[src/hdl/dcache_pkg.sv]
//****************************************
// Shared definitions of the L1 data cache data stage
// Cache geometry, address fields, access sizes and bus structs
//****************************************

package dcache_pkg;

    localparam int NUM_WAYS = 4;
    localparam int NUM_SETS = 64;
    localparam int LINE_BYTES = 64;
    localparam int LINE_WORDS = 16;
    localparam int OFFSET_WIDTH = 6;
    localparam int SET_WIDTH = 6;
    localparam int TAG_WIDTH = 20;

    typedef logic [31:0] addr_t;
    typedef logic [TAG_WIDTH-1:0] tag_t;
    typedef logic [SET_WIDTH-1:0] set_idx_t;
    typedef logic [$clog2(NUM_WAYS)-1:0] way_idx_t;
    typedef logic [NUM_WAYS-1:0] way_mask_t;
    typedef logic [31:0] word_t;

    // Byte 0 of a line sits in the top eight bits of the line data
    typedef logic [LINE_BYTES*8-1:0] line_data_t;

    // Bit 0 enables byte 0, the lowest address
    typedef logic [LINE_BYTES-1:0] byte_mask_t;

    typedef logic [1:0] access_size_t;
    localparam access_size_t SIZE_BYTE = 2'd0;
    localparam access_size_t SIZE_HALF = 2'd1;
    localparam access_size_t SIZE_WORD = 2'd2;

    typedef tag_t [NUM_WAYS-1:0] way_tags_t;

    typedef struct packed {
        logic valid;
        logic is_load;
        access_size_t size;
        addr_t paddr;
        word_t store_value;
    } dcache_req_t;

    // One complete line from L2, tag and data together
    typedef struct packed {
        logic en;
        way_idx_t way;
        set_idx_t set;
        tag_t tag;
        line_data_t data;
    } l2_fill_t;

    typedef struct packed {
        logic en;
        addr_t addr;
        byte_mask_t mask;
        line_data_t data;
    } store_req_t;

    typedef struct packed {
        logic en;
        addr_t addr;
    } miss_req_t;

    typedef struct packed {
        logic valid;
        logic rollback;
        logic suspend;
        logic fault;
    } dcache_resp_t;

endpackage

[src/hdl/tag_match.sv]
//****************************************
// Tag comparison across all ways of a set
//****************************************

`timescale 1ns/1ps

module tag_match
    import dcache_pkg::*;
(
    input tag_t req_tag,
    input way_tags_t way_tags,
    input way_mask_t way_valid,
    output logic hit,
    output way_idx_t hit_way,
    output way_mask_t way_hit_oh
);

    // All ways compared in parallel
    genvar way;
    generate
        for (way = 0; way < NUM_WAYS; way++)
        begin : way_cmp_gen
            assign way_hit_oh[way] = way_valid[way] && way_tags[way] == req_tag;
        end
    endgenerate

    assign hit = |way_hit_oh;

    // One-hot to index, at most one bit is expected
    always_comb
    begin
        hit_way = '0;
        for (int i = 0; i < NUM_WAYS; i++)
        begin
            if (way_hit_oh[i])
                hit_way = hit_way | way_idx_t'(i);
        end
    end

endmodule

[config.mk]
export PLATFORM = sky130hd
export DESIGN_NAME = tag_match
export DESIGN_NICKNAME = d
export VERILOG_FILES = /design/src/hdl/dcache_pkg.sv /design/src/hdl/tag_match.sv
export SDC_FILE = /design/constraint.sdc
export NUM_CORES = 1
export LEC_CHECK = 0
export BUFFER_PORTS_ARGS = -buffer_cell sky130_fd_sc_hd__clkbuf_2
export CORE_ASPECT_RATIO = 0.7
export CORE_UTILIZATION = 35
export DETAILED_ROUTE_END_ITERATION = 10
export MAX_ROUTING_LAYER = met4
export PLACE_DENSITY_LB_ADDON = 0.25
export SYNTH_ARGS = -nofsm -noshare
export SYNTH_HDL_FRONTEND = slang
export SYNTH_SLANG_ARGS = --single-unit
[constraint.sdc]
create_clock -name vclk -period 1.6
set_input_delay 0.16 -clock vclk [all_inputs]
set_output_delay 0.16 -clock vclk [all_outputs]
set_load 0.1 [all_outputs]
## Word-level counts from Yosys, hierarchy flattened

Cells that the tools add are included.

| storage, ports and cells | value |
|---|---|
| register bits after elaboration | 0 |
| bits in latches | 0 |
| RAM bits | 0 |
| memory bits (read-only) | 0 |
| bits of input ports | 104 |
| output and inout bits | 7 |
| memories | 0 |

| cells by class | value |
|---|---|
| add/subtract/negate cells | 0 |
| multiply operators | 0 |
| div/mod/pow operators | 0 |
| magnitude comparators | 0 |
| equal/unequal tests | 4 |
| shift operators | 0 |
| mux-type cells | 3 |
| bitwise operators | 0 |
| reductions and logical operators | 5 |

Operators by type and width:

| operator | count |
|---|---|
| 20-bit == test | 4 |
| 1-bit logical AND | 4 |
| 2-bit two-way mux | 2 |
| 4-bit OR reduction | 1 |
| 1-bit two-way mux | 1 |

## Longest topological paths before layout

Gate-level depths: netlist of the first run.

| logic depth | value |
|---|---|
| depth in word-level cells | 5 |
| gate-level depth with buffers | 6 |
| gate-level depth less buffers | 5 |

## Worst setup path before layout of the first run

OpenSTA, ideal clock, no wires.

| timing path | value |
|---|---|
| path kind | in2out |
| start point | in req_tag[1] |
| end point | out hit |
| data arrival time | 1.745 ns |
| required time | 1.440 ns |
| path slack | -0.305 ns |
| stages on the path | 6 |
| buffers on the path | 1 |
| path through | buf_6 > xnor2_2 > nand4_1 > nor4_1 > nand4_1 > nand4_1 |

| between the ends | value |
|---|---|
| cells in the longest elaborated chain, start to end | 3 |

RTL lines:

| item | RTL line | source |
|---|---|---|
| from (decl) | tag_match.sv:10 | `input tag_t req_tag,` |
| 20-bit == test | tag_match.sv:23 | `assign way_hit_oh[way] = way_valid[way] && way_tags[way] == req_tag;` |
| 1-bit logical AND | tag_match.sv:23 |  |
| 4-bit OR reduction * | tag_match.sv:27 | `assign hit = \|way_hit_oh;` |
| to (decl) | tag_match.sv:13 | `output logic hit,` |

Mark *: on every way between the ends. The rest lies on a longest branch, timed or not.

## Final worst setup path of the first run

| timing path | value |
|---|---|
| start point | in req_tag[11] |
| end point | out hit |

The elaborated chain is that of the path after synthesis.

==> out/metrics.yaml, run 1 <==
outcome: "complete, but fails checks"
violations: "negative setup slack"
hp-class: "in2out"
grtUsageTotal: 0.267
std_cell_rows: 15
antenna_left: 0
use_met1: 0.353
grt_pass1_vias: 1310
flops_and_latches: 0
drive_above_1_share: 0.676
syn_inst: 122
wl_per_cell_um: 15.2
hold_path_depth: 4
vias: 1343
clockPowerShare: 0
yosysWarnings: 0
place_hpwl_um: 3330
worstPathMaxFanout: 4
cp-end-kind: "primary output"
initial_core_util: 0.381
finalSetupViolations: 7
synth_area_leaders: "xnor2_1 56%, xor2_1 14%, nand4_1 11%, nor4_1 5.1%, buf_6 4.6%"
cp.arrival_ns: 1.60
diodes: 0
leakagePower_nw: 1.07
total_power_uw: 550
seq_area_sq_um: 0
place.gp.congestion: 0.823
route.detailed.drc: 0
slew_viol_final: 0
finalCriticalPeriod_ns: 1.76
synth_top_area_frac: 0.558
dieArea_sq_um: 3000
hold_ws_ns: 0.739
cap_violations: 0
pwr-share-seq: 0
dpl_worst_slack_ns: -0.285
synth-seq-area-share: 0
grt_pass1_wl_um: 5810
switching_share: 0.416
syn_area_sq_um: 973
met3_usage: 0.0198
ir_worst_vdd_mv: 0.152
grt_start_max_net_pins: 5
slew_headroom: 0.739
min_from: "way_valid[0]"
yosys.area.top_type: "xnor2_1"
cell_internal_pwr_uw: 321
dieWidth_um: 65.0
max_freq_mhz: 567
boundaryPins: 111
nFillCells: 151
combinationalPowerShare: 1.000
required_ns: 1.44
nClkBuffers: 0
design.core.area_sq_um: 2550
p_per_area_nw_per_um2: 260
routed_wl_um: 4230
avgSynthCellArea_sq_um: 7.98
criticalPathCategory: "in2out"
hold_viol_final: 0
overflow: 0
ys_types: 11
syn_to_final_growth_pct: 117
finalCritPeriodShare: 1.10
port_buffers: 111
nNetsFinal: 350
switching_power_uw: 229
grt_antenna_before_repair: 0
dr.pass1.iters: 4
worst_pin_slew_ns: 0.388
grt_use_met2: 0.458
min_to: "way_hit_oh[0]"
ctsHoldBuffers: 0
multi_input_area_sq_um: 1160
setup_ws_ns: -0.164
die_h_um: 46.1
drtIter0Drc: 42
rsz0062_at_grt: "yes"
fin_util: 0.828
start_kind: "primary input"
syn-num-nets: 226
vias_per_cell: 4.83
busiest_layer: "met2"
## per-layer routing
metal | vias to the layer above | part of all wire
li1 | 659 | -
met4 | 0 | 0.015
met5 | - | 0
met1 | 605 | 0.42
met3 | 6 | 0.075
met2 | 73 | 0.49
## placed cells by master, fill, tap and decap left out
master and instances:
nor4_2 3, nand3_1 3, xnor2_2 29, clkbuf_2 91, nand3_2 1, buf_6 6, xnor2_1 34, nand2_1 2
buf_8 2, inv_2 1, nand4_1 17, clkbuf_4 3, buf_4 12, xnor2_4 1, buf_12 8, inv_1 3
xor2_1 16, buf_2 3, nor4_1 4, nor4_4 1, clkbuf_8 4
## Yosys cell counts
master    count
xnor2_1      62
nand4_1      17
xor2_1       16
nor4_1        8
buf_6         4
inv_1         4
nand3_1       4
buf_2         2
nand2_1       2
xnor2_2       2
clkbuf_1      1
## worst max path at each step
stage,from,endpoint,slack (ns)
after global placement,req_tag[2],hit,-0.29
after CTS,req_tag[18],hit,-0.07
final,req_tag[11],hit,-0.16
after floorplan,req_tag[13],hit,-0.27
after detailed placement,req_tag[2],hit,-0.29
after global routing,req_tag[2],hit,-0.25
## worst max-delay path, stage by stage
cell	delay, ns
clkbuf_4	0.16
buf_4	0.15
xor2_1	0.17
nor4_1	0.36
nand4_1	0.22
nand4_1	0.19
buf_12	0.19
## timing repair
item | in CTS | in global routing
endpoints found under the setup margin | 7 | 7
pin swaps | 27 | 16
buffers inserted | 0 | 1
gates cloned | 0 | 0
gates resized for setup | 33 | 26
## layout make-up
| cell class | count | share of cell area |
|---|---|---|
| multi-input combinational | 111 | 0.549 |
| timing repair buffer | 129 | 0.424 |
| tap | 34 | 0.0201 |
| inverter | 4 | 0.00710 |
## power by group through the flow
stage	Combinational, mW	Clock (mW)	Sequential, mW
6_report	0.549	0	0
5_1_grt	0.583	0	0
4_1_cts	0.497	0	0
3_5_place_dp	0.436	0	0
3_3_place_gp	0.433	0	0
2_1_floorplan	0.221	0	0
## through the flow
stage	TNS [ns]	instance area [sq um]	instances
2_1_floorplan	-0.971	1020	122
3_5_place_dp	-1.23	1770	277
5_1_grt	-1.17	2110	278
3_3_place_gp	-1.30	1770	277
4_1_cts	-0.206	1980	277
6_report	-0.548	2110	278
## kinds of logic (layout without fill, tap and decap cells)
family        count (synthesis)  count (layout)  share of synthesized area
buf+inv                      11             133                     0.0758
simple gates                 31              31                      0.189
xor+xnor                     80              80                      0.735
Note: power is estimated with default switching activity, not from simulation.
==> run 2, diff against run 1 <==
--- a/config.mk
+++ b/config.mk
@@ -10,7 +10,7 @@
 export CORE_UTILIZATION = 35
 export DETAILED_ROUTE_END_ITERATION = 10
 export MAX_ROUTING_LAYER = met4
-export PLACE_DENSITY_LB_ADDON = 0.25
+export PLACE_DENSITY = 0.94
 export SYNTH_ARGS = -nofsm -noshare
 export SYNTH_HDL_FRONTEND = slang
 export SYNTH_SLANG_ARGS = --single-unit
==> run 2 against run 1 <==
Against the previous run:
- the flow still finishes with violations (negative setup slack)
- die area unchanged
- wire length down 6.1%
- via count down 4.5%
- power down 3.7%
- core utilization down 1.6 points
- count of clock-buffer cells in the layout unchanged
- sequential share of layout area unchanged
- non-clock buffer count down 10
==> out/metrics.yaml, run 2 (synthesized netlist as in run 1, its figures left out) <==
drtIter0Drc: 22  # -48%
hp-class: "in2out"
finalSetupViolations: 4  # -3
ir_worst_vdd_mv: 0.167  # +9.9%
cp.arrival_ns: 1.53  # -0.07 ns
vias: 1283  # -4.5%
cp-end-kind: "primary output"
std_cell_rows: 15  # unchanged
dieArea_sq_um: 3000  # unchanged
grt_pass1_wl_um: 5440  # -6.4%
critPathLaunch: "req_tag[2]"
finalCritPeriodShare: 1.06  # -0.0465
rsz0062_at_grt: "yes"
nNetsFinal: 340  # -2.9%
min_from: "way_valid[0]"
wl_per_cell_um: 14.8  # -2.6%
initial_core_util: 0.381  # unchanged
total_power_uw: 529  # -3.7%
max_freq_mhz: 592  # +4.4%
leakagePower_nw: 1.02  # -4.0%
antenna_left: 0  # unchanged
diodes: 0  # unchanged
dieWidth_um: 65.0  # unchanged
slew_viol_final: 0  # unchanged
criticalPathCategory: "in2out"
grtUsageTotal: 0.252  # -0.0149
flops_and_latches: 0  # unchanged
seq_area_sq_um: 0  # unchanged
final_cell_mix: "85 x clkbuf_2, 35 x xnor2_1, 28 x xnor2_2, 17 x nand4_1, 16 x xor2_1"
syn_to_final_growth_pct: 113
setup_ws_ns: -0.0900  # +0.0744 ns
grt_start_max_net_pins: 5  # unchanged
layout_commonest_cell: "clkbuf_2"
port_buffers: 111  # unchanged
grt_antenna_before_repair: 0  # unchanged
dpl_worst_slack_ns: -0.237  # +0.0485 ns
route.detailed.drc: 0  # unchanged
grt_pass1_vias: 1190  # -9.2%
finalCriticalPeriod_ns: 1.69  # -0.0744 ns
nFillCells: 172  # +14%
cap_violations: 0  # unchanged
start_kind: "primary input"
nClkBuffers: 0  # unchanged
fin_util: 0.812  # -0.0162
ctsHoldBuffers: 0  # unchanged
die_h_um: 46.1  # unchanged
p_per_area_nw_per_um2: 255  # -1.8%
outcome: "complete, but fails checks"
crit_slowest_cell: "nor4_4"
path_cells: "clkbuf_4 -> xnor2_2 -> nand4_1 -> nor4_4 -> nand4_1 -> nand4_1 -> buf_12"
drive_above_1_share: 0.662  # -0.0138
routed_wl_um: 3970  # -6.1%
max_stage_delay_ns: 0.30  # -0.06 ns
boundaryPins: 111  # unchanged
critPathTopFamily: "simple AND/OR/NAND/NOR gates"
hold_viol_final: 0  # unchanged
slew_headroom: 0.742  # +0.00242
dr.pass1.iters: 4  # unchanged
violations: "negative setup slack"
worst_pin_slew_ns: 0.384  # -0.00360 ns
place.gp.congestion: 0.870  # +5.8%
place_hpwl_um: 3270  # -2.1%
cp_common_cell: "nand4_1"
required_ns: 1.44  # about the same
vias_per_cell: 4.79  # -0.90%
crit_buf_inv: 2  # -1
design.core.area_sq_um: 2550  # unchanged
overflow: 0  # unchanged
worstPathMaxFanout: 4  # unchanged
run 2: changes by cell type in the layout (fill, tap and decap cells not counted), sizes merged:
cell    change
clkbuf      -6
buf         -4
run 2: final timing paths:
| check | endpoint | cells past startpoint |
|---|---|---|
| worst max-delay path | hit | 7 |
| worst min-delay path | way_hit_oh[0] | 4 |
run 2: metrics by stage:
step / instances / hold slack (ns) / instance area, sq um / TNS [ns]
finish: 268 / 0.719 / 2070 / -0.230
floorplan: 122 / 0.748 / 1020 / -0.971
CTS: 267 / 0.741 / 1880 / -0.355
detailed placement: 267 / 0.721 / 1690 / -1.07
global placement: 267 / 0.714 / 1690 / -0.891
global route: 268 / 0.724 / 2070 / -0.755
run 2: cell type report:
class              instances  area [sq um]  share of cell area
repair buffers           119           871               0.420
multi-input cells        111          1140               0.552
inverters                  4          15.0             0.00725
well taps                 34          42.5              0.0205
run 2: power breakdown:
| part | total [mW] | internal [mW] | switching (mW) |
|---|---|---|---|
| Combinational | 0.529 | 0.318 | 0.211 |
| Sequential | 0 | 0 | 0 |
| Clock | 0 | 0 | 0 |
| Total | 0.529 | 0.318 | 0.211 |
run 2: timing repair:
| action | CTS | global route |
|---|---|---|
| setup buffers | 0 | 1 |
| pin swaps | 16 | 30 |
| gates resized for setup | 35 | 44 |
| hold endpoints to repair | 0 | 0 |
| endpoints found under the setup margin | 6 | 7 |
run 2: metal layers:
layer  vias to the layer above  global-route usage  part of all wire
met1                       576               0.296              0.39
li1                        641                   -                 -
met4                         0                   0                 0
met5                         -                   -                 0
met3                         0              0.0198             0.065
met2                        66               0.504              0.54
==> run 3, diff against run 2 <==
--- a/config.mk
+++ b/config.mk
@@ -6,11 +6,14 @@
 export NUM_CORES = 1
 export LEC_CHECK = 0
 export BUFFER_PORTS_ARGS = -buffer_cell sky130_fd_sc_hd__clkbuf_2
+export CELL_PAD_IN_SITES_DETAIL_PLACEMENT = 1
+export CELL_PAD_IN_SITES_GLOBAL_PLACEMENT = 1
 export CORE_ASPECT_RATIO = 0.7
-export CORE_UTILIZATION = 35
+export CORE_UTILIZATION = 20
 export DETAILED_ROUTE_END_ITERATION = 10
 export MAX_ROUTING_LAYER = met4
-export PLACE_DENSITY = 0.94
+export PLACE_DENSITY = 0.91
+export SKIP_LAST_GASP = 1
 export SYNTH_ARGS = -nofsm -noshare
 export SYNTH_HDL_FRONTEND = slang
 export SYNTH_SLANG_ARGS = --single-unit
==> constraint.sdc (replaced) <==
create_clock -name vclk -period 1.4
set_input_delay 0.14 -clock vclk [all_inputs]
set_output_delay 0.14 -clock vclk [all_outputs]
set_load 0.1 [all_outputs]
==> run 3 against run 2 <==
Against the previous run:
- the run still ends with negative setup slack left
- sequential share of layout area stayed put
- global-route usage is 6.4 points lower
- combinational power up 18%
- cell area up 5.1%
- critical path type unchanged
- first-iteration DRC count decreased by 18%
- wire length up 19%
==> out/metrics.yaml, run 3 (synthesized netlist as in run 1, its figures left out) <==
outcome: "complete, but fails checks"
violations: "negative setup slack"
route.detailed.drc: 0  # unchanged
min_to: "way_hit_oh[2]"
design.core.area_sq_um: 4500  # +76%
slew_viol_final: 0  # unchanged
cap_violations: 0  # unchanged
nNetsFinal: 361  # +6.2%
grt_pass1_vias: 1436  # +21%
grt_antenna_before_repair: 0  # unchanged
busiest_layer: "met2"
finalCritPeriodShare: 1.33
combinationalPowerShare: 1.000  # about the same
finalNonFillerCells: 310  # +16%
switching_share: 0.404  # +0.00628
port_buffers: 111  # unchanged
p_per_area_nw_per_um2: 287  # +12%
cp-end-kind: "primary output"
use_met1: 0.242  # -0.0537
worst_pin_slew_ns: 0.350  # -0.0341 ns
fin_util: 0.483  # -0.328
drtIter0Drc: 18  # -18%
slew_headroom: 0.764  # +0.0229
hold_viol_final: 0  # unchanged
routed_wl_um: 4720  # +19%
boundaryPins: 111  # unchanged
min_from: "way_valid[2]"
grtUsageTotal: 0.187  # -0.0645
hold_path_depth: 4  # unchanged
syn_to_final_growth_pct: 124
final_cell_mix: "95 x clkbuf_2, 42 x xnor2_1, 21 x buf_4, 20 x xnor2_2, 17 x nand4_1"
cell_internal_pwr_uw: 372  # +17%
wl_per_cell_um: 15.2  # +2.7%
total_power_uw: 624  # +18%
hp-class: "in2out"
dieArea_sq_um: 5150  # +72%
grt_start_max_net_pins: 5  # unchanged
ir_worst_vdd_mv: 0.137  # -18%
layout_commonest_cell: "clkbuf_2"
std_cell_rows: 20  # +5
initial_core_util: 0.216  # -0.165
seq_area_sq_um: 0  # unchanged
drive_above_1_share: 0.667  # +0.00427
finalCriticalPeriod_ns: 1.86
dr.pass1.iters: 4  # unchanged
vias: 1368  # +6.6%
leakagePower_nw: 1.06  # +3.2%
clockPowerShare: 0  # unchanged
vias_per_cell: 4.41  # -7.8%
placed_cells: 305  # +14%
overflow: 0  # unchanged
start_kind: "primary input"
finalSetupViolations: 7  # +3
diodes: 0  # unchanged
max_freq_mhz: 537
dieWidth_um: 85.4  # +31%
required_ns: 1.26  # -0.18 ns
dpl_worst_slack_ns: -0.555  # -0.319 ns
antenna_left: 0  # unchanged
cp.arrival_ns: 1.72  # +0.19 ns
flops_and_latches: 0  # unchanged
switching_power_uw: 252  # +20%
nClkBuffers: 0  # unchanged
path_cells: "clkbuf_16 -> buf_6 -> xnor2_2 -> nand4_1 -> nor4_2 -> buf_4 -> nand4_1 -> buf_4 -> inv_2 -> buf_12"
rsz0062_at_grt: "yes"
criticalPathCategory: "in2out"
place.gp.congestion: 0.793  # -8.9%
max_stage_delay_ns: 0.30  # about the same
worstPathMaxFanout: 4  # unchanged
pwr-share-seq: 0  # unchanged
setup_ws_ns: -0.463  # -0.373 ns
place_hpwl_um: 4230  # +30%
grt_pass1_wl_um: 7020  # +29%
ctsHoldBuffers: 0  # unchanged
die_h_um: 60.4  # +31%
crit_slowest_cell: "nor4_2"
met3_usage: 0.0109  # -0.00892
grt_use_met2: 0.340  # -0.164
[run 3: changes by cell type in the layout (fill, tap and decap cells not counted), sizes merged]
| cell | previous run | this run |
|---|---|---|
| buf | 27 | 41 |
| clkinvlp | 0 | 1 |
| clkbuf | 92 | 99 |
| inv | 4 | 3 |
[run 3: metal layers]
layer | share of wire | wire length, um | vias to the layer above
met4 | 0.0053 | 25 | 0
met3 | 0.056 | 263 | 2
li1 | - | - | 679
met2 | 0.49 | 2290 | 71
met5 | 0 | 0 | -
met1 | 0.45 | 2130 | 616
[run 3: worst max path at each step]
stage                 from             to  cells after the start
3_3_place_gp    req_tag[6]            hit                      8
6_report       req_tag[13]  way_hit_oh[3]                     10
3_5_place_dp   req_tag[14]            hit                      8
2_1_floorplan  req_tag[13]            hit                      6
4_1_cts         req_tag[6]            hit                      8
5_1_grt        req_tag[13]            hit                      9
[run 3: layout make-up]
cell class,count,area [sq um]
Timing Repair Buffer,140,987
Tap cell,55,68.8
Fill cell,544,2330
Multi-Input combinational cell,111,1100
Inverter,4,18.8
[run 3: timing repair]
action                                 4_1_cts  5_1_grt
setup buffers                                3        2
resized for setup                           26       29
setup endpoints to repair                    7        7
endpoints found under the hold margin        0        0
pin swaps                                   15       11
[run 3: power groups by stage]
stage,Clock (mW),Sequential [mW],Combinational [mW]
after CTS,0,0,0.579
after global placement,0,0,0.513
final,0,0,0.624
after detailed placement,0,0,0.524
after floorplan,0,0,0.257
after global routing,0,0,0.676
[run 3: critical path, delay by kind of cell]
kind | cells | cell delay, ns
XOR/XNOR | 1 | 0.12
buffers and inverters | 6 | 0.80
AND/OR/NAND/NOR | 3 | 0.65
[run 3: per-stage QoR]
| step | setup TNS (ns) | hold slack [ns] | area, sq um |
|---|---|---|---|
| after CTS | -2.43 | 0.743 | 2030 |
| final | -2.51 | 0.735 | 2180 |
| after floorplan | -1.86 | 0.750 | 1030 |
| after global routing | -3.26 | 0.780 | 2180 |
| after detailed placement | -2.97 | 0.736 | 1860 |
| after global placement | -2.94 | 0.723 | 1860 |
